File: config.mk
export PLATFORM = sky130hd
export DESIGN_NAME = pctrl_top
export DESIGN_NICKNAME = d
export VERILOG_FILES = /design/src/source/pctrl_pkg.sv /design/src/source/pctrl_top.sv /design/src/source/pctrl_design_info.sv /design/src/source/pctrl_platform_regs.sv /design/src/source/pctrl_reset_seq.sv /design/src/source/pctrl_apb_bus.sv
export SDC_FILE = /design/constraint.sdc
export NUM_CORES = 1
export LEC_CHECK = 0
export ABC_CLOCK_PERIOD_IN_PS = 4300
export BUFFER_PORTS_ARGS = -buffer_cell sky130_fd_sc_hd__clkbuf_2
export CORE_AREA = 4 4 133 135
export DETAILED_ROUTE_END_ITERATION = 6
export DIE_AREA = 0 0 137 139
export GPL_ROUTABILITY_DRIVEN = 0
export SLEW_MARGIN = 20
export SYNTH_ARGS = -nofsm -noshare
export SYNTH_HDL_FRONTEND = slang
export SYNTH_HIERARCHICAL = 1
export SYNTH_SLANG_ARGS = --single-unit
File: constraint.sdc
create_clock -name clk -period 4.3 [get_ports clk]
set_clock_uncertainty 0.15 [all_clocks]
set_input_delay 0.43 -clock clk [delete_from_list [all_inputs] [get_ports clk]]
set_output_delay 0.43 -clock clk [all_outputs]
set_load 0.01 [all_outputs]
File: src/source/pctrl_pkg.sv
package pctrl_pkg;

	// **************************************************
	// APB widths and address decode
	// **************************************************
	localparam int BW_ADDR = 32;
	localparam int BW_DATA = 32;

	localparam int NUM_SUBMODULE = 4;
	localparam int BW_SEL = 2;
	localparam int BW_OFFSET = 10;

	localparam int SUB_RESET = 0;
	localparam int SUB_PLATFORM = 1;
	localparam int SUB_DESIGN_INFO = 2;
	localparam int SUB_EXTERNAL = 3;

	// **************************************************
	// Platform sizes and reset sequencing
	// **************************************************
	localparam int NUM_CORE = 2;
	localparam int NUM_RESET = 4;
	localparam int NUM_AUTO_RESET = 2;
	localparam int NUM_MANUAL_RESET = NUM_RESET - NUM_AUTO_RESET;
	localparam int BW_BOOT_MODE = 2;
	localparam int BW_INITIALIZED = 2;

	localparam int GLOBAL_HOLD = 8;
	localparam int SEQ_STEP = 4;
	// Counter saturates once the last automatic stage is out
	localparam int SEQ_END = GLOBAL_HOLD + NUM_AUTO_RESET * SEQ_STEP;
	localparam int BW_SEQ_CNT = $clog2(SEQ_END + 1);
	localparam logic [BW_DATA-1:0] RESET_KEY = 32'hA5C3_0F1E;

	// **************************************************
	// Register offsets and ROM contents
	// **************************************************
	localparam logic [BW_OFFSET-1:0] OFS_SOFT_RESET = 10'h000;
	localparam logic [BW_OFFSET-1:0] OFS_RELEASE = 10'h004;

	localparam logic [BW_OFFSET-1:0] OFS_BOOT_MODE = 10'h000;
	localparam logic [BW_OFFSET-1:0] OFS_JTAG_SELECT = 10'h004;
	localparam logic [BW_OFFSET-1:0] OFS_INITIALIZED = 10'h008;
	localparam logic [BW_OFFSET-1:0] OFS_APP_FINISHED = 10'h00C;
	localparam logic [BW_OFFSET-1:0] OFS_CORE_BASE = 10'h010;

	localparam logic [BW_OFFSET-1:0] OFS_DESIGN_ID = 10'h000;
	localparam logic [BW_OFFSET-1:0] OFS_VERSION = 10'h004;
	localparam logic [BW_OFFSET-1:0] OFS_NUM_CORE = 10'h008;
	localparam logic [BW_OFFSET-1:0] OFS_NUM_RESET = 10'h00C;

	localparam logic [BW_DATA-1:0] DESIGN_ID = 32'h5043_5452;
	localparam logic [BW_DATA-1:0] VERSION = 32'h0001_0200;

	// Raw bus address, or split into target select and register offset
	typedef union packed {
		logic [BW_ADDR-1:0] raw;
		struct packed {
			logic [BW_ADDR-BW_SEL-BW_OFFSET-1:0] upper;
			logic [BW_SEL-1:0] sel;
			logic [BW_OFFSET-1:0] offset;
		} field;
	} pctrl_addr_t;

endpackage
File: src/source/pctrl_top.sv
module pctrl_top
	import pctrl_pkg::*;
(
	input  logic                         clk,
	input  logic                         i_rst_n,

	// APB slave from the system bus
	input  logic                         i_psel,
	input  logic                         i_penable,
	input  logic [BW_ADDR-1:0]           i_paddr,
	input  logic                         i_pwrite,
	input  logic [BW_DATA-1:0]           i_pwdata,
	output logic [BW_DATA-1:0]           o_prdata,
	output logic                         o_pready,
	output logic                         o_pslverr,

	input  logic [BW_BOOT_MODE-1:0]      i_boot_mode,
	input  logic                         i_jtag_select,
	input  logic [BW_INITIALIZED-1:0]    i_initialized,
	input  logic [NUM_CORE*BW_ADDR-1:0]  i_pc_list,
	input  logic [NUM_CORE*BW_DATA-1:0]  i_inst_list,

	output logic                         o_global_rst_n,
	output logic [NUM_RESET-1:0]         o_rst_n_seq,
	output logic                         o_app_finished,

	// APB master toward the debug network
	output logic                         o_ext_psel,
	output logic                         o_ext_penable,
	output logic [BW_ADDR-1:0]           o_ext_paddr,
	output logic                         o_ext_pwrite,
	output logic [BW_DATA-1:0]           o_ext_pwdata,
	input  logic [BW_DATA-1:0]           i_ext_prdata,
	input  logic                         i_ext_pready,
	input  logic                         i_ext_pslverr
);

	logic [NUM_SUBMODULE-1:0] sub_psel;
	logic penable;
	logic [BW_ADDR-1:0] paddr;
	logic pwrite;
	logic [BW_DATA-1:0] pwdata;
	logic [NUM_SUBMODULE*BW_DATA-1:0] sub_prdata;
	logic [NUM_SUBMODULE-1:0] sub_pready;
	logic [NUM_SUBMODULE-1:0] sub_pslverr;

	// **************************************************
	// Address decoder
	// **************************************************
	pctrl_apb_bus i_apb_bus
	(
		.clk(clk),
		.i_rst_n(i_rst_n),
		.i_psel(i_psel),
		.i_penable(i_penable),
		.i_paddr(i_paddr),
		.i_pwrite(i_pwrite),
		.i_pwdata(i_pwdata),
		.o_prdata(o_prdata),
		.o_pready(o_pready),
		.o_pslverr(o_pslverr),
		.o_sub_psel(sub_psel),
		.o_penable(penable),
		.o_paddr(paddr),
		.o_pwrite(pwrite),
		.o_pwdata(pwdata),
		.i_sub_prdata(sub_prdata),
		.i_sub_pready(sub_pready),
		.i_sub_pslverr(sub_pslverr)
	);

	// **************************************************
	// Local register blocks
	// **************************************************
	pctrl_reset_seq i_reset_seq
	(
		.clk(clk),
		.i_rst_n(i_rst_n),
		.i_psel(sub_psel[SUB_RESET]),
		.i_penable(penable),
		.i_paddr(paddr),
		.i_pwrite(pwrite),
		.i_pwdata(pwdata),
		.o_prdata(sub_prdata[SUB_RESET*BW_DATA +: BW_DATA]),
		.o_pready(sub_pready[SUB_RESET]),
		.o_pslverr(sub_pslverr[SUB_RESET]),
		.o_global_rst_n(o_global_rst_n),
		.o_rst_n_seq(o_rst_n_seq)
	);

	pctrl_platform_regs i_platform_regs
	(
		.clk(clk),
		.i_rst_n(i_rst_n),
		.i_psel(sub_psel[SUB_PLATFORM]),
		.i_penable(penable),
		.i_paddr(paddr),
		.i_pwrite(pwrite),
		.i_pwdata(pwdata),
		.o_prdata(sub_prdata[SUB_PLATFORM*BW_DATA +: BW_DATA]),
		.o_pready(sub_pready[SUB_PLATFORM]),
		.o_pslverr(sub_pslverr[SUB_PLATFORM]),
		.i_boot_mode(i_boot_mode),
		.i_jtag_select(i_jtag_select),
		.i_initialized(i_initialized),
		.i_pc_list(i_pc_list),
		.i_inst_list(i_inst_list),
		.o_app_finished(o_app_finished)
	);

	pctrl_design_info i_design_info
	(
		.clk(clk),
		.i_rst_n(i_rst_n),
		.i_psel(sub_psel[SUB_DESIGN_INFO]),
		.i_penable(penable),
		.i_paddr(paddr),
		.i_pwrite(pwrite),
		.i_pwdata(pwdata),
		.o_prdata(sub_prdata[SUB_DESIGN_INFO*BW_DATA +: BW_DATA]),
		.o_pready(sub_pready[SUB_DESIGN_INFO]),
		.o_pslverr(sub_pslverr[SUB_DESIGN_INFO])
	);

	// **************************************************
	// External debug window
	// **************************************************
	assign o_ext_psel = sub_psel[SUB_EXTERNAL];
	assign o_ext_penable = penable;
	assign o_ext_paddr = paddr;
	assign o_ext_pwrite = pwrite;
	assign o_ext_pwdata = pwdata;
	assign sub_prdata[SUB_EXTERNAL*BW_DATA +: BW_DATA] = i_ext_prdata;
	assign sub_pready[SUB_EXTERNAL] = i_ext_pready;
	assign sub_pslverr[SUB_EXTERNAL] = i_ext_pslverr;

endmodule

File: src/source/pctrl_design_info.sv
module pctrl_design_info
	import pctrl_pkg::*;
(
	input  logic               clk,
	input  logic               i_rst_n,

	input  logic               i_psel,
	input  logic               i_penable,
	input  logic [BW_ADDR-1:0] i_paddr,
	input  logic               i_pwrite,
	input  logic [BW_DATA-1:0] i_pwdata,
	output logic [BW_DATA-1:0] o_prdata,
	output logic               o_pready,
	output logic               o_pslverr
);

	pctrl_addr_t addr;
	logic access;
	logic wait_q;
	logic [BW_DATA-1:0] rom_word;
	logic [BW_DATA-1:0] rdata_q;

	assign addr.raw = i_paddr;
	assign access = i_psel & i_penable;

	// First access cycle loads the word and the second one completes
	always_ff @(posedge clk)
	begin
		if (!i_rst_n)
			wait_q <= 1'b0;
		else
			wait_q <= access & ~wait_q;
	end

	always_comb
	begin
		case (addr.field.offset)
			OFS_DESIGN_ID: rom_word = DESIGN_ID;
			OFS_VERSION:   rom_word = VERSION;
			OFS_NUM_CORE:  rom_word = BW_DATA'(NUM_CORE);
			OFS_NUM_RESET: rom_word = BW_DATA'(NUM_RESET);
			default:       rom_word = '0;
		endcase
	end

	always_ff @(posedge clk)
	begin
		if (!i_rst_n)
			rdata_q <= '0;
		else if (access && !wait_q)
			rdata_q <= rom_word;
	end

	assign o_prdata = rdata_q;
	assign o_pready = access & wait_q;
	// The ROM drops write data and only flags the attempt
	assign o_pslverr = o_pready & i_pwrite;

endmodule

File: src/source/pctrl_platform_regs.sv
module pctrl_platform_regs
	import pctrl_pkg::*;
(
	input  logic                         clk,
	input  logic                         i_rst_n,

	input  logic                         i_psel,
	input  logic                         i_penable,
	input  logic [BW_ADDR-1:0]           i_paddr,
	input  logic                         i_pwrite,
	input  logic [BW_DATA-1:0]           i_pwdata,
	output logic [BW_DATA-1:0]           o_prdata,
	output logic                         o_pready,
	output logic                         o_pslverr,

	input  logic [BW_BOOT_MODE-1:0]      i_boot_mode,
	input  logic                         i_jtag_select,
	input  logic [BW_INITIALIZED-1:0]    i_initialized,
	input  logic [NUM_CORE*BW_ADDR-1:0]  i_pc_list,
	input  logic [NUM_CORE*BW_DATA-1:0]  i_inst_list,
	output logic                         o_app_finished
);

	pctrl_addr_t addr;
	logic [BW_OFFSET-1:0] ofs;
	logic access;
	logic finished_q;

	assign addr.raw = i_paddr;
	assign ofs = addr.field.offset;
	assign access = i_psel & i_penable;

	assign o_pready = access;
	// Everything except the finish flag is read-only
	assign o_pslverr = access & i_pwrite & (ofs != OFS_APP_FINISHED);

	// **************************************************
	// Finish flag
	// **************************************************
	always_ff @(posedge clk)
	begin
		if (!i_rst_n)
			finished_q <= 1'b0;
		else if (access && i_pwrite && (ofs == OFS_APP_FINISHED))
			finished_q <= i_pwdata[0];
	end

	assign o_app_finished = finished_q;

	// **************************************************
	// Read mux
	// **************************************************
	always_comb
	begin
		o_prdata = '0;
		case (ofs)
			OFS_BOOT_MODE:
				o_prdata[BW_BOOT_MODE-1:0] = i_boot_mode;
			OFS_JTAG_SELECT:
				o_prdata[0] = i_jtag_select;
			OFS_INITIALIZED:
				o_prdata[BW_INITIALIZED-1:0] = i_initialized;
			OFS_APP_FINISHED:
				o_prdata[0] = finished_q;
			default:
			begin
				// Per-core pairs: PC, then instruction 4 bytes above
				for (int k = 0; k < NUM_CORE; k++)
				begin
					if (ofs == BW_OFFSET'(OFS_CORE_BASE + 8 * k))
						o_prdata = i_pc_list[k*BW_ADDR +: BW_ADDR];
					if (ofs == BW_OFFSET'(OFS_CORE_BASE + 8 * k + 4))
						o_prdata = i_inst_list[k*BW_DATA +: BW_DATA];
				end
			end
		endcase
	end

endmodule

File: src/source/pctrl_reset_seq.sv
module pctrl_reset_seq
	import pctrl_pkg::*;
(
	input  logic                 clk,
	input  logic                 i_rst_n,

	input  logic                 i_psel,
	input  logic                 i_penable,
	input  logic [BW_ADDR-1:0]   i_paddr,
	input  logic                 i_pwrite,
	input  logic [BW_DATA-1:0]   i_pwdata,
	output logic [BW_DATA-1:0]   o_prdata,
	output logic                 o_pready,
	output logic                 o_pslverr,

	output logic                 o_global_rst_n,
	output logic [NUM_RESET-1:0] o_rst_n_seq
);

	pctrl_addr_t addr;
	logic wr_access;
	logic soft_reset;
	logic [BW_SEQ_CNT-1:0] seq_cnt;
	logic global_rst_n_q;
	logic [NUM_AUTO_RESET-1:0] auto_rst_n_q;
	logic [NUM_MANUAL_RESET-1:0] release_q;

	assign addr.raw = i_paddr;

	// Zero wait states, never an error
	assign o_pready = i_psel & i_penable;
	assign o_pslverr = 1'b0;
	assign wr_access = o_pready & i_pwrite;

	// Only the key restarts the sequence
	assign soft_reset = wr_access && (addr.field.offset == OFS_SOFT_RESET)
		&& (i_pwdata == RESET_KEY);

	// **************************************************
	// Sequence counter and automatic releases
	// **************************************************
	always_ff @(posedge clk)
	begin
		if (!i_rst_n || soft_reset)
		begin
			seq_cnt <= '0;
			global_rst_n_q <= 1'b0;
			auto_rst_n_q <= '0;
		end
		else
		begin
			if (seq_cnt != BW_SEQ_CNT'(SEQ_END))
				seq_cnt <= seq_cnt + 1'b1;
			if (seq_cnt == BW_SEQ_CNT'(GLOBAL_HOLD - 1))
				global_rst_n_q <= 1'b1;
			// Stage k follows the global release by (k+1) steps
			for (int k = 0; k < NUM_AUTO_RESET; k++)
				if (seq_cnt == BW_SEQ_CNT'(GLOBAL_HOLD + (k + 1) * SEQ_STEP - 1))
					auto_rst_n_q[k] <= 1'b1;
		end
	end

	// **************************************************
	// Software release of the manual stages
	// **************************************************
	always_ff @(posedge clk)
	begin
		if (!i_rst_n || soft_reset)
			release_q <= '0;
		else if (wr_access && (addr.field.offset == OFS_RELEASE))
			release_q <= i_pwdata[NUM_RESET-1:NUM_AUTO_RESET];
	end

	assign o_global_rst_n = global_rst_n_q;

	// Manual stages held while the global reset is still active
	assign o_rst_n_seq = {release_q & {NUM_MANUAL_RESET{global_rst_n_q}}, auto_rst_n_q};

	always_comb
	begin
		o_prdata = '0;
		if (addr.field.offset == OFS_RELEASE)
			o_prdata[NUM_RESET-1:0] = o_rst_n_seq;
	end

endmodule

File: src/source/pctrl_apb_bus.sv
module pctrl_apb_bus
	import pctrl_pkg::*;
(
	input  logic                             clk,
	input  logic                             i_rst_n,

	input  logic                             i_psel,
	input  logic                             i_penable,
	input  logic [BW_ADDR-1:0]               i_paddr,
	input  logic                             i_pwrite,
	input  logic [BW_DATA-1:0]               i_pwdata,
	output logic [BW_DATA-1:0]               o_prdata,
	output logic                             o_pready,
	output logic                             o_pslverr,

	output logic [NUM_SUBMODULE-1:0]         o_sub_psel,
	output logic                             o_penable,
	output logic [BW_ADDR-1:0]               o_paddr,
	output logic                             o_pwrite,
	output logic [BW_DATA-1:0]               o_pwdata,
	input  logic [NUM_SUBMODULE*BW_DATA-1:0] i_sub_prdata,
	input  logic [NUM_SUBMODULE-1:0]         i_sub_pready,
	input  logic [NUM_SUBMODULE-1:0]         i_sub_pslverr
);

	pctrl_addr_t addr;
	logic [BW_SEL-1:0] sel_q;
	logic [BW_SEL-1:0] cur_sel;
	logic access;

	assign addr.raw = i_paddr;
	assign access = i_psel & i_penable;

	// **************************************************
	// Target select
	// **************************************************

	// Index latched in setup, held through the access phase
	always_ff @(posedge clk)
	begin
		if (!i_rst_n)
			sel_q <= '0;
		else if (i_psel && !i_penable)
			sel_q <= addr.field.sel;
	end

	assign cur_sel = i_penable ? sel_q : addr.field.sel;

	always_comb
	begin
		o_sub_psel = '0;
		o_sub_psel[cur_sel] = i_psel;
	end

	// Shared request lines
	assign o_penable = i_penable;
	assign o_paddr = addr.raw;
	assign o_pwrite = i_pwrite;
	assign o_pwdata = i_pwdata;

	// **************************************************
	// Response mux
	// **************************************************
	assign o_prdata = i_sub_prdata[cur_sel*BW_DATA +: BW_DATA];
	assign o_pready = access & i_sub_pready[cur_sel];
	assign o_pslverr = o_pready & i_sub_pslverr[cur_sel];

endmodule

==> results.json <==
{
  "synthesis.area_sq_mm": 0.00419,
  "hpwl_um": 12700,
  "endpoint": "o_prdata[23]",
  "critPathLaunch": "i_paddr[2]",
  "n_antenna_cell": 0,
  "multi_input_area_sq_mm": 0.00287,
  "slew_headroom": 0.342,
  "clk_latency_ps": 250,
  "yosys-top-cells-area": "mux4_2 32%, buf_4 22%, dfxtp_1 9.1%, nor2b_4 6.6%, mux4_1 3.1%",
  "cts_max_level": 1,
  "setup_tns_ps": 0,
  "clkSinkCount": 19,
  "setup_violations": 0,
  "r2r_end": "i_reset_seq/seq_cnt[0]",
  "grt-ovfl-total": 0,
  "power.internal_w": 0.000547,
  "synth_edf_count": 0,
  "seq_power_share": 0.227,
  "final_nets": 842,
  "max-clock-path-buffers": 2,
  "die_w_um": 137,
  "p_per_area_mw_per_mm2": 155,
  "grt_max_degree": 44,
  "cts_resized": 0,
  "grt_pass1_wl_um": 20900,
  "comb_power_share": 0.531,
  "cts_root_buf": "clkbuf_16",
  "synth_top_cell_by_area": "mux4_2",
  "period_share": 0.770,
  "grt.total_usage": 0.142,
  "p_clk_frac": 0.242,
  "cts_buffers": 3,
  "grt_pass1_vias": 3884,
  "netlist-cell-type-count": 48,
  "routed_via_density": 4.53,
  "r2r_start": "i_apb_bus/sel_q[1]",
  "crit_fanout": 26,
  "synth_top_flop_cell": "dfxtp_1",
  "antenna_left": 0,
  "tightest_slew_ps": 987,
  "p_leak_nw": 2.60,
  "synth-seq-cells": 19,
  "vias": 3722,
  "arrival_ps": 2730,
  "antenna_found_initial": 0,
  "die_h_um": 139,
  "ios": 343,
  "drive_above_1_share": 0.676,
  "maxSlewViolCount": 0,
  "avgSynthCellArea_sq_um": 10.9,
  "ir_drop_uv": 178,
  "worst_ep_required_time_ps": 3720,
  "synthCells": 383,
  "first_iter_violations": 127,
  "seq_area_sq_um": 380,
  "hold_ws_ps": 322,
  "die_area_sq_mm": 0.0190,
  "synth.yosys.seq_area_share": 0.0908,
  "post_cts_buffers": 0,
  "hold_buffers": 0,
  "rsz0062_at_grt": "no",
  "drtPass1Iterations": 4,
  "hold_violations": 0,
  "status": "complete, no violations",
  "core_sq_mm": 0.0165,
  "p_sw_w": 0.000262,
  "rr_worst_depth": 7,
  "hp-class": "in2reg",
  "cts_tree": "built",
  "area_delta_synth_final_pct": 24.8,
  "final_common_cell": "clkbuf_2",
  "critical_path_class": "in2out",
  "initial_core_util": 0.254,
  "fin_crit_ps": 3310,
  "layout_common_cells": "301 x clkbuf_2, 59 x mux4_2, 48 x conb_1",
  "power_switching_share": 0.324,
  "port_buffers": 302,
  "drc": 0,
  "synth_top_area_frac": 0.317,
  "synthArstFlopShare": 0,
  "fmax_ghz": 0.302,
  "cp-end-kind": "output port",
  "clk_pin_slew_ps": 60,
  "ys_warn_count": 6,
  "start_kind": "input port",
  "r2r_slack_ps": 1720,
  "wl_um": 14800,
  "wl_per_cell_um": 18.0,
  "row_count": 47,
  "fillers": 1750,
  "drv_cap": 0
}
cells by family after synthesis:
logic type | synth area share
DFF | 0.0908
buffers and inverters | 0.271
other | 0.00179
and+or+nand+nor | 0.212
muxes | 0.383
adders and majority gates | 0.00896
AOI/OAI and AO/OA | 0.0263
xor gates and xnor gates | 0.00628
registers in the layout, summed over array words and instances, names as in the netlist:
signal / count
i_design_info/o_prdata: 5
i_reset_seq/seq_cnt: 5
i_apb_bus/sel_q: 2
i_reset_seq/auto_rst_n_q: 2
i_reset_seq/release_q: 2
i_design_info/wait_q: 1
i_platform_regs/o_app_finished: 1
i_reset_seq/o_global_rst_n: 1
power by group through the flow:
stage	clock network (W)	registers (W)	logic, W
after global placement	0	0.000188	0.000431
after floorplan	0	0.000186	0.000327
final	0.000196	0.000184	0.000430
after global routing	0.000207	0.000184	0.000464
after detailed placement	0	0.000188	0.000435
after CTS	0.000199	0.000184	0.000437
area by class of cell:
class	instances	area share
Multi-Input combinational cell	260	0.549
Timing Repair Buffer	310	0.303
Sequential cell	19	0.0728
Tap cell	220	0.0527
Clock buffer	3	0.0144
Inverter	9	0.00646
Clock inverter	1	0.00144
layer usage:
metal,vias to the layer above,track usage,wire [um]
li1,1716,-,-
met1,1772,0.152,5340
met2,216,0.286,7980
met3,18,0.0239,1280
met4,0,0.0263,172
met5,-,0,0
critical path, cell delays in order:
cell,delay [ps]
clkbuf_2,720
buf_4,290
mux4_2,500
nor2b_4,130
mux4_2,480
clkbuf_2,150
synth_stat cells (2+ instances only):
| cell type | instances |
|---|---|
| nor2b_1 | 14 |
| inv_1 | 9 |
| ha_1 | 3 |
| nor4bb_1 | 4 |
| o22ai_1 | 2 |
| o21ai_1 | 2 |
| and4b_1 | 3 |
| nand3_2 | 2 |
| mux4_2 | 59 |
| a21oi_1 | 2 |
| and3_1 | 6 |
| nor3b_1 | 2 |
| conb_1 | 2 |
| nand2_1 | 10 |
| nor4_4 | 2 |
| nor4_1 | 4 |
| buf_12 | 2 |
| mux2_2 | 3 |
| xnor2_1 | 3 |
| dfxtp_1 | 19 |
| mux4_1 | 5 |
| nor2b_4 | 20 |
| mux2i_1 | 11 |
| nor2_1 | 16 |
| nor3_1 | 3 |
| buf_6 | 9 |
| buf_2 | 6 |
| and4_1 | 2 |
| buf_4 | 124 |
| and2_1 | 4 |
| nand3_1 | 9 |
| nand4_1 | 5 |
worst min path at each step:
stage	from	end	slack, ps	cells past startpoint
detailed placement	i_reset_seq/release_q[1]	i_reset_seq/release_q[1]	330	2
global route	i_design_info/o_prdata[16]	i_design_info/o_prdata[16]	370	2
CTS	i_pwdata[3]	i_reset_seq/release_q[1]	320	3
global placement	i_reset_seq/release_q[1]	i_reset_seq/release_q[1]	320	2
finish	i_pwdata[3]	i_reset_seq/release_q[1]	320	3
floorplan	i_design_info/o_prdata[16]	i_design_info/o_prdata[16]	280	2
stage by stage:
| stage | utilization | power, W | setup WS, ps | cell area (sq um) | std cells |
|---|---|---|---|---|---|
| after floorplan | - | 0.000513 | 1610 | 4360 | 429 |
| after global placement | 0.312 | 0.000619 | 984 | 5140 | 818 |
| after detailed placement | 0.312 | 0.000623 | 949 | 5140 | 818 |
| after CTS | 0.317 | 0.000820 | 949 | 5230 | 822 |
| after global routing | 0.317 | 0.000855 | 851 | 5230 | 822 |
| final | 0.317 | 0.000809 | 990 | 5230 | 822 |
No activity file was read; power rests on OpenSTA's default activity.
